[src/include/cache_config.svh]
`ifndef CACHE_CONFIG_SVH
`define CACHE_CONFIG_SVH

// Byte address width
`define CACHE_ADDR_W 32

// Processor data word width
`define CACHE_WORD_W 32

// Bytes held by one cache line
`define CACHE_LINE_BYTES 32

`define CACHE_SETS 8

// Associativity, the datapath is built for two ways
`define CACHE_WAYS 2

`endif

[src/cache_pkg.sv]
`include "cache_config.svh"

package cache_pkg;

	localparam int OFFSET_W = $clog2(`CACHE_LINE_BYTES);
	localparam int SET_W = $clog2(`CACHE_SETS);
	localparam int TAG_W = `CACHE_ADDR_W - SET_W - OFFSET_W;

	typedef logic [`CACHE_ADDR_W-1:0] addr_t;
	typedef logic [`CACHE_WORD_W-1:0] word_t;
	typedef logic [`CACHE_LINE_BYTES*8-1:0] line_t;
	typedef logic [`CACHE_WORD_W/8-1:0] byte_en_t;
	typedef logic [TAG_W-1:0] tag_t;
	typedef logic [SET_W-1:0] set_t;
	typedef logic [OFFSET_W-1:0] offset_t;

	typedef enum logic [1:0] {
		IDLE,
		COMPARE,
		WRITEBACK,
		FILL
	} ctrl_state_t;

endpackage

[src/l1d_control.sv]
`timescale 1ns/1ps

module l1d_control (
	input  logic clk,
	input  logic arst_n,
	input  logic req_valid,
	input  logic req_write,
	output logic req_ready,
	output logic resp_valid,
	input  logic hit,
	input  logic victim_dirty,
	output logic load_req,
	output logic load_fill,
	output logic write_hit,
	output logic set_lru,
	output logic victim_sel_addr,
	output logic pmem_valid,
	output logic pmem_write,
	input  logic pmem_ready
);

	cache_pkg::ctrl_state_t state_q;
	cache_pkg::ctrl_state_t state_d;
	logic write_q; // Accepted request is a store

	always_ff @(posedge clk or negedge arst_n) begin
		if (!arst_n) begin
			state_q <= cache_pkg::IDLE;
			write_q <= 1'b0;
		end else begin
			state_q <= state_d;
			if (load_req) begin
				write_q <= req_write;
			end
		end
	end

	always_comb begin
		state_d = state_q;
		unique case (state_q)
			cache_pkg::IDLE: begin
				if (req_valid) begin
					state_d = cache_pkg::COMPARE;
				end
			end
			cache_pkg::COMPARE: begin
				if (hit) begin
					state_d = cache_pkg::IDLE;
				end else if (victim_dirty) begin
					state_d = cache_pkg::WRITEBACK;
				end else begin
					state_d = cache_pkg::FILL;
				end
			end
			cache_pkg::WRITEBACK: begin
				if (pmem_ready) begin
					state_d = cache_pkg::FILL;
				end
			end
			cache_pkg::FILL: begin
				if (pmem_ready) begin
					state_d = cache_pkg::COMPARE; // Retry the lookup
				end
			end
			default: begin
				state_d = cache_pkg::IDLE;
			end
		endcase
	end

	assign req_ready = (state_q == cache_pkg::IDLE);
	assign load_req = req_ready && req_valid;

	assign resp_valid = (state_q == cache_pkg::COMPARE) && hit;
	assign set_lru = resp_valid;
	assign write_hit = resp_valid && write_q;

	assign pmem_valid = (state_q == cache_pkg::WRITEBACK) || (state_q == cache_pkg::FILL);
	assign pmem_write = (state_q == cache_pkg::WRITEBACK);
	assign victim_sel_addr = (state_q == cache_pkg::WRITEBACK);
	assign load_fill = (state_q == cache_pkg::FILL) && pmem_ready;

	assert property (@(posedge clk) disable iff (!arst_n)
		pmem_valid |-> (state_q inside {cache_pkg::WRITEBACK, cache_pkg::FILL}))
		else $error("memory request outside WRITEBACK or FILL");

	assert property (@(posedge clk) disable iff (!arst_n) resp_valid |-> hit)
		else $error("response without a hit");

endmodule

[config.mk]
export PLATFORM = sky130hd
export DESIGN_NAME = l1d_control
export DESIGN_NICKNAME = d
export VERILOG_FILES = /design/src/cache_pkg.sv /design/src/l1d_control.sv
export VERILOG_INCLUDE_DIRS = /design/src /design/src/include
export SDC_FILE = /design/constraint.sdc
export NUM_CORES = 1
export LEC_CHECK = 0
export ABC_AREA = 0
export ABC_CLOCK_PERIOD_IN_PS = 1900
export BUFFER_PORTS_ARGS = -buffer_cell sky130_fd_sc_hd__buf_4
export CORE_AREA = 2 2 39 41
export DETAILED_ROUTE_END_ITERATION = 12
export DIE_AREA = 0 0 41 43
export GPL_TIMING_DRIVEN = 0
export PLACE_DENSITY = 0.52
export SYNTH_ARGS = -nofsm -noshare
export SYNTH_HDL_FRONTEND = slang
export SYNTH_SLANG_ARGS = --single-unit
export TNS_END_PERCENT = 30
[constraint.sdc]
create_clock -name clk -period 1.9 [get_ports clk]
set_clock_uncertainty 0.15 [all_clocks]
set_input_delay 0.095 -clock clk [delete_from_list [all_inputs] [get_ports clk]]
set_output_delay 0.095 -clock clk [all_outputs]
set_load 0.01 [all_outputs]
==> results of run 1 <==
## worst reg2reg max path: cells and delay by family (launching register included)
family	cells	cell delay, ns
DFF	1	0.39
adders and majority gates	1	0.25
muxes	1	0.22
AOI/OAI and AO/OA	1	0.17
buffers and inverters	1	0.14
and+or+nand+nor	1	0.08
## cells in the mapped netlist
| cell | count | area share |
|---|---|---|
| sky130_fd_sc_hd__a21oi_1 | 1 | 0.018 |
| sky130_fd_sc_hd__and2_1 | 2 | 0.045 |
| sky130_fd_sc_hd__and2_4 | 1 | 0.032 |
| sky130_fd_sc_hd__and3_1 | 1 | 0.023 |
| sky130_fd_sc_hd__buf_4 | 2 | 0.055 |
| sky130_fd_sc_hd__dfrtp_1 | 3 | 0.27 |
| sky130_fd_sc_hd__ha_1 | 5 | 0.23 |
| sky130_fd_sc_hd__inv_1 | 4 | 0.055 |
| sky130_fd_sc_hd__mux2_4 | 1 | 0.055 |
| sky130_fd_sc_hd__mux2i_1 | 2 | 0.073 |
| sky130_fd_sc_hd__nand2b_1 | 1 | 0.023 |
| sky130_fd_sc_hd__nor2_1 | 1 | 0.014 |
| sky130_fd_sc_hd__nor2b_1 | 1 | 0.023 |
| sky130_fd_sc_hd__o21ai_0 | 1 | 0.018 |
| sky130_fd_sc_hd__o22ai_2 | 1 | 0.045 |
| sky130_fd_sc_hd__or2_2 | 1 | 0.023 |
## routing by layer
metal	wire (um)	up-vias
li1	-	130
met1	219	109
met4	0	0
met5	0	-
met2	288	8
met3	49	0
## area by class of cell
cell class                 count  area [um^2]
inverter                       4        15.01
multi-input combinational     19        170.2
sequential                     3        75.07
fill                         154        929.6
clock buffer                   4        26.28
tap                           16        20.02
timing repair buffer          17        132.6
buffer                         2        15.01
## cell families (layout without fill, tap and decap cells)
kind of cell	Yosys count	in the layout	share of synthesized area
compound gates	3	3	0.08178
buf+inv	6	27	0.1091
fa+ha+maj	5	5	0.2273
simple gates	8	8	0.1819
mux	3	3	0.1273
flops	3	3	0.2727
## worst max-delay path by stage
stage	start	to	cells past startpoint
6_report	state_q[0]	pmem_valid	4
5_1_grt	state_q[1]	set_lru	5
4_1_cts	state_q[0]	pmem_valid	4
3_5_place_dp	state_q[0]	state_q[0]	5
3_3_place_gp	state_q[0]	state_q[0]	5
2_1_floorplan	state_q[0]	write_q	4
## power by group
group	internal [W]	switching, W
logic	0.000200	0.000158
clock network	0.0000786	0.0000309
registers	0.0000938	0.0000211
## flip-flops by register name (all words and copies together), names as in the netlist
| signal | flops |
|---|---|
| state_q | 2 |
| write_q | 1 |
## per-stage QoR
stage | hold WS [ns] | area [um^2] | util
finish | 0.04648 | 454.2 | 0.3282
detailed placement | -0.2651 | 407.9 | 0.2948
global route | 0.04280 | 454.2 | 0.3282
global placement | -0.2652 | 407.9 | 0.2948
floorplan | -0.3506 | 275.3 | -
CTS | 0.03151 | 454.2 | 0.3282
==> reports/qor.csv, run 1 <==
stage,metric,value,unit
status,outcome,finished clean,
yosys,yosys_cell_types,16,
yosys,synthesis.area_per_instance,9.831,um^2
timing,timing.final.crit_share,0.8224,
clock_network,clk_transition_reported_paths,0.04,ns
placement,place_inst,59,
finish,final_layout_size_suffix_gt1_frac,0.4898,
detailed_routing,postRouteWirelength,558,um
power,power_per_cell_area,1281,nW/um^2
finish,fin_nets,62,
timing,setup_repair_after_global_routing_missed_its_margin,no,
finish,most_frequent_cells_in_the_layout,"sky130_fd_sc_hd__buf_4 (17), sky130_fd_sc_hd__ha_1 (5), sky130_fd_sc_hd__inv_1 (4), sky130_fd_sc_hd__clkbuf_4 (3), sky130_fd_sc_hd__dfrtp_1 (3)",
worst_setup_path,reg2reg_slack,0.42,ns
timing,hold_violations,0,
worst_setup_path,slowest_stage,sky130_fd_sc_hd__dfrtp_1,
clock_network,clock-sinks,3,
placement,gp_congestion,0.6608,
timing,tns,0,ns
clock_network,postCtsSetupBuffers,0,
global_route,overflow,0,
clock_network,worst_skew_pair.late_latency,0.23,ns
clock_network,cts_max_path_buffers,2,
placement,portBuffers,15,
worst_setup_path,critical_path.max_fanout,4,
detailed_routing,wl_per_cell,8.585,um
worst_setup_path,critPathMaxStageDelay,0.37,ns
worst_setup_path,path_cells,inv_1 > ha_1 > or2_2 > buf_4,
worst_setup_path,timing.rr.end,state_q[1],
clock_network,cts_tree,yes,
timing,max_slew.worst_pin.slew,0.1972,ns
global_route,use_met1,0.08143,
global_route,groute.layer.met3.usage,0.03141,
clock_network,postCtsHoldBufs,2,
detailed_routing,initialDrtViolationCount,1,
detailed_routing,via_per_inst,3.800,
yosys,ys_seq_area_frac,0.2727,
worst_setup_path,crit-reg2reg-launch,state_q[0],
worst_setup_path,end_kind,primary output,
detailed_routing,drtAntennaViolNets,0,
floorplan,top_level_i_o_count,16,
yosys,yosys_register_bits,3,
detailed_routing,dr.pass1.iters,2,
global_route,top_usage_layer,met2,
global_route,grt_antenna_before_repair,0,
finish,fin_cells,65,
global_route,maximum_number_of_pins_on_one_net_before_global_route_repair,6,
finish,antenna-diode-count,0,
timing,period_needed,1.562,ns
global_route,globalRouteTotalUtil,0.07560,
job,maximum_capacitance_violations,0,
clock_network,cts_inserted_buffers,3,
placement,preCtsSetupSlack,0.4228,ns
timing,slew-limit-headroom,0.8685,
detailed_routing,num_vias,247,
worst_setup_path,timing.critical_path.from_type,flop,
yosys,netlist_instances,28,
detailed_routing,detail_route.drc_violations,0,
worst_setup_path,timing_worst_setup_path_type,flop to primary output,
worst_setup_path,worst_ep_arrival,1.32,ns
floorplan,starting_density,0.1989,
placement,detailed_place_hpwl,449.8,um
timing,layout_setup_ws,0.3375,ns
clock_network,htreeDepth,1,
floorplan,design.die.area,1763,um^2
power,power.total,0.0005820,W
floorplan,fp.dieW,41,um
worst_setup_path,crit_family,flip-flops,
clock_network,root_buffer,sky130_fd_sc_hd__clkbuf_4,
worst_setup_path,critPathRequiredTime,1.65,ns
global_route,met2_resource_use_gr,0.1188,
min_path,min_path_type,input port to asynchronous set/reset pin,
timing,drv_slew,0,
clock_network,cts_resized,0,
yosys,synth_warnings,0,
yosys,synth_area,275.3,um^2
power,leakage,0.2520,nW
timing,setup_viol_count_final,0,
power,irDropWorstVdd,0.0002761,V
finish,area_delta_synth_final,65.00,%
floorplan,die-height,43,um
finish,layout.cells.most_common,sky130_fd_sc_hd__buf_4,
timing,max_freq,640.0,MHz
global_route,grt_pass1_wl,855,um
yosys,synthesis.nets,40,
worst_setup_path,critPathBufInv,2,
floorplan,coreArea,1384,um^2
worst_setup_path,ff_to_ff_path_depth,5,
floorplan,row_count,14,
global_route,grt_pass1_vias,217,
No activity file was read; power rests on OpenSTA's default activity.
==> run 2: changes to the inputs <==
ABC_CLOCK_PERIOD_IN_PS = 1360   (was 1900)
PLACE_DENSITY = 0.53   (was 0.52)
clock period = 1.36 ns   (was 1.9 ns; I/O delays follow)
==> run 2 against run 1 <==
Net effect:
- the flow now finishes with violations (setup timing)
- global-route usage rose by 0.77 points
- critical endpoint unchanged
- worst hold slack got worse by 0.039 ns
- power rose by 93%
- die area did not move
- sequential cell count did not move
- clock power rose by 39%
- first-iteration DRC count fell by 100%
- sequential share of layout area fell by 3.4 points
- worst setup slack got worse by 0.46 ns
==> reports/qor.csv, run 2 (synthesis results as in run 1) <==
stage,metric,value,unit,change
floorplan,fp.dieW,41,um,unchanged
power,share_comb_of_total_power,0.703,,+0.089
power,sequential_share_of_power,0.161,,-0.037
power,power_per_cell_area,1900,nW/um^2,+48%
worst_setup_path,critPathRequiredTime,1.14,ns,-0.51 ns
clock_network,cts_max_path_buffers,2,,unchanged
global_route,maximum_number_of_pins_on_one_net_before_global_route_repair,6,,unchanged
min_path,min_path_type,input port to asynchronous set/reset pin,,
detailed_routing,detail_route.drc_violations,0,,unchanged
detailed_routing,num_vias,281,,+14%
global_route,grt_antenna_before_repair,0,,unchanged
finish,most_frequent_cells_in_the_layout,"sky130_fd_sc_hd__buf_4 (12), sky130_fd_sc_hd__buf_6 (11)",,
floorplan,design.die.area,1763,um^2,unchanged
timing,setup_repair_after_global_routing_missed_its_margin,yes,,
timing,setup_viol_count_final,8,,+8
status,violations,setup timing,,
timing,drv_slew,0,,unchanged
timing,timing.final.crit_share,1.093,,
worst_setup_path,critPathMaxStageDelay,0.43,ns,+0.06 ns
worst_setup_path,critical_path.max_fanout,4,,unchanged
clock_network,worst_skew_pair.late_latency,0.23,ns,about the same
global_route,grt_pass1_vias,236,,+8.8%
detailed_routing,drtAntennaViolNets,0,,unchanged
floorplan,starting_density,0.1989,,unchanged
timing,max_freq,672.9,MHz,
floorplan,row_count,14,,unchanged
worst_setup_path,timing.critical_path.from_type,flop,,
placement,placed_cell_area,422.9,um^2,+3.7%
timing,max_slew.worst_pin.slew,0.2267,ns,+0.02952 ns
clock_network,clock-sinks,3,,unchanged
clock_network,cts_inserted_buffers,3,,unchanged
clock_network,root_buffer,sky130_fd_sc_hd__clkbuf_4,,
finish,layout.cells.most_common,sky130_fd_sc_hd__buf_4,,
worst_setup_path,worst_path_most_repeated_cell,sky130_fd_sc_hd__buf_6,,
placement,portBuffers,15,,unchanged
status,outcome,"complete, but fails checks",,
global_route,grt_pass1_wl,910,um,+6.4%
worst_setup_path,timing_worst_setup_path_type,flop to primary output,,
global_route,overflow,0,,unchanged
job,maximum_capacitance_violations,0,,unchanged
finish,register_name_with_the_most_flops,state_q,,
finish,fin_nets,68,,+9.7%
detailed_routing,postRouteWirelength,672,um,+20%
floorplan,top_level_i_o_count,16,,unchanged
finish,largestRegisters,"state_q x2, write_q x1",,
power,net-switching-power,0.0003825,W,+82%
worst_setup_path,end_kind,primary output,,
timing,layout_setup_ws,-0.1262,ns,-0.4637 ns
placement,detailed_place_hpwl,486.3,um,+8.1%
finish,largest_register_ff_count,2,,unchanged
power,swShare,0.3409,,-0.01984
detailed_routing,via_per_inst,3.958,,+4.2%
floorplan,coreArea,1384,um^2,unchanged
finish,design_area,590.6,um^2,+30%
clock_network,clk_transition_reported_paths,0.03,ns,about the same
finish,final_layout_size_suffix_gt1_frac,0.7636,,+0.2738
finish,area_delta_synth_final,114.5,%,
global_route,globalRouteTotalUtil,0.08333,,+0.007728
finish,antenna-diode-count,0,,unchanged
detailed_routing,dr.pass1.iters,1,,-1
timing,hold_violations,0,,unchanged
floorplan,die-height,43,um,unchanged
power,power.internal,0.0007393,W,+99%
clock_network,cts_tree,yes,,
power,irDropWorstVdd,0.0006052,V,+120%
timing,final.hold.worst_slack,0.007481,ns,-0.03900 ns
worst_setup_path,path_cells,buf_6 > ha_2 > or2_4 > buf_6,,
worst_setup_path,slowest_stage,sky130_fd_sc_hd__dfrtp_2,,
timing,slew-limit-headroom,0.8483,,-0.02024
detailed_routing,wl_per_cell,9.465,um,+10%
clock_network,htreeDepth,1,,unchanged
power,leakage,0.2855,nW,+13%
worst_setup_path,worst_ep_arrival,1.27,ns,-0.05 ns
power,clockPowerShare,0.136,,-0.052
timing,period_needed,1.486,ns,
placement,gp_congestion,0.6908,,+4.5%
detailed_routing,initialDrtViolationCount,0,,-1
[run 2: worst max-delay path: cells and delay by family, from the launching register on]
kind,cells,cell delay (ns)
fa+ha+maj,1,0.15
simple gates,1,0.22
buf+inv,2,0.24
flops,1,0.43
[run 2: area by class of cell]
| class | instances | area, um^2 |
|---|---|---|
| repair buffers | 23 | 215.2 |
| clock buffers | 4 | 26.28 |
| well taps | 16 | 20.02 |
| multi-input cells | 19 | 217.7 |
| flip-flops and latches | 3 | 77.57 |
| plain buffers | 2 | 18.77 |
| inverters | 4 | 15.01 |
| fillers | 147 | 793.3 |
[run 2: stage by stage]
stage	power, W	util	worst slack, ns	std cells	setup TNS (ns)
floorplan	0.0005246	-	-0.001133	28	-0.001133
global placement	0.0007023	0.3056	-0.06506	59	-0.1404
finish	0.001122	0.4268	-0.1262	71	-0.6127
global route	0.001223	0.4268	-0.1785	71	-1.214
CTS	0.001037	0.3978	-0.1311	68	-0.7688
detailed placement	0.0007079	0.3056	-0.04881	59	-0.1135
[run 2: what timing repair did]
| action | in CTS | in global routing |
|---|---|---|
| pin swaps | 3 | 2 |
| setup endpoints to repair | 10 | 12 |
| cloned | 0 | 0 |
| hold endpoints to repair | 4 | 0 |
| resized for setup | 16 | 6 |
| buffers inserted | 3 | 3 |
| hold buffers | 2 | 0 |
[run 2: final timing paths]
| kind | from | to | slack [ns] | depth (start not counted) |
|---|---|---|---|---|
| setup reg to reg | state_q[0] | write_q | -0.11 | 5 |
| max in group asynchronous | arst_n | state_q[0] | 0.94 | 2 |
| hold / removal | arst_n | state_q[1] | 0.007 | 2 |
| setup / recovery | state_q[1] | pmem_valid | -0.13 | 4 |
| hold reg to reg | write_q | write_q | 0.36 | 1 |
| min in group clk | victim_dirty | state_q[0] | 0.01 | 4 |
[run 2: routing by layer]
metal,track usage,part of all wire
met5,0,0
met4,0.04000,0
met1,0.09003,0.40
met2,0.1156,0.53
met3,0.06283,0.070
[run 2: power by group through the flow]
stage                     clock (W)  sequential (W)  combinational (W)
after floorplan                   0        0.000158           0.000366
after global placement            0        0.000166           0.000536
after detailed placement          0        0.000167           0.000541
after CTS                  0.000161        0.000175           0.000701
after global routing       0.000167        0.000186           0.000870
final                      0.000152        0.000181           0.000789
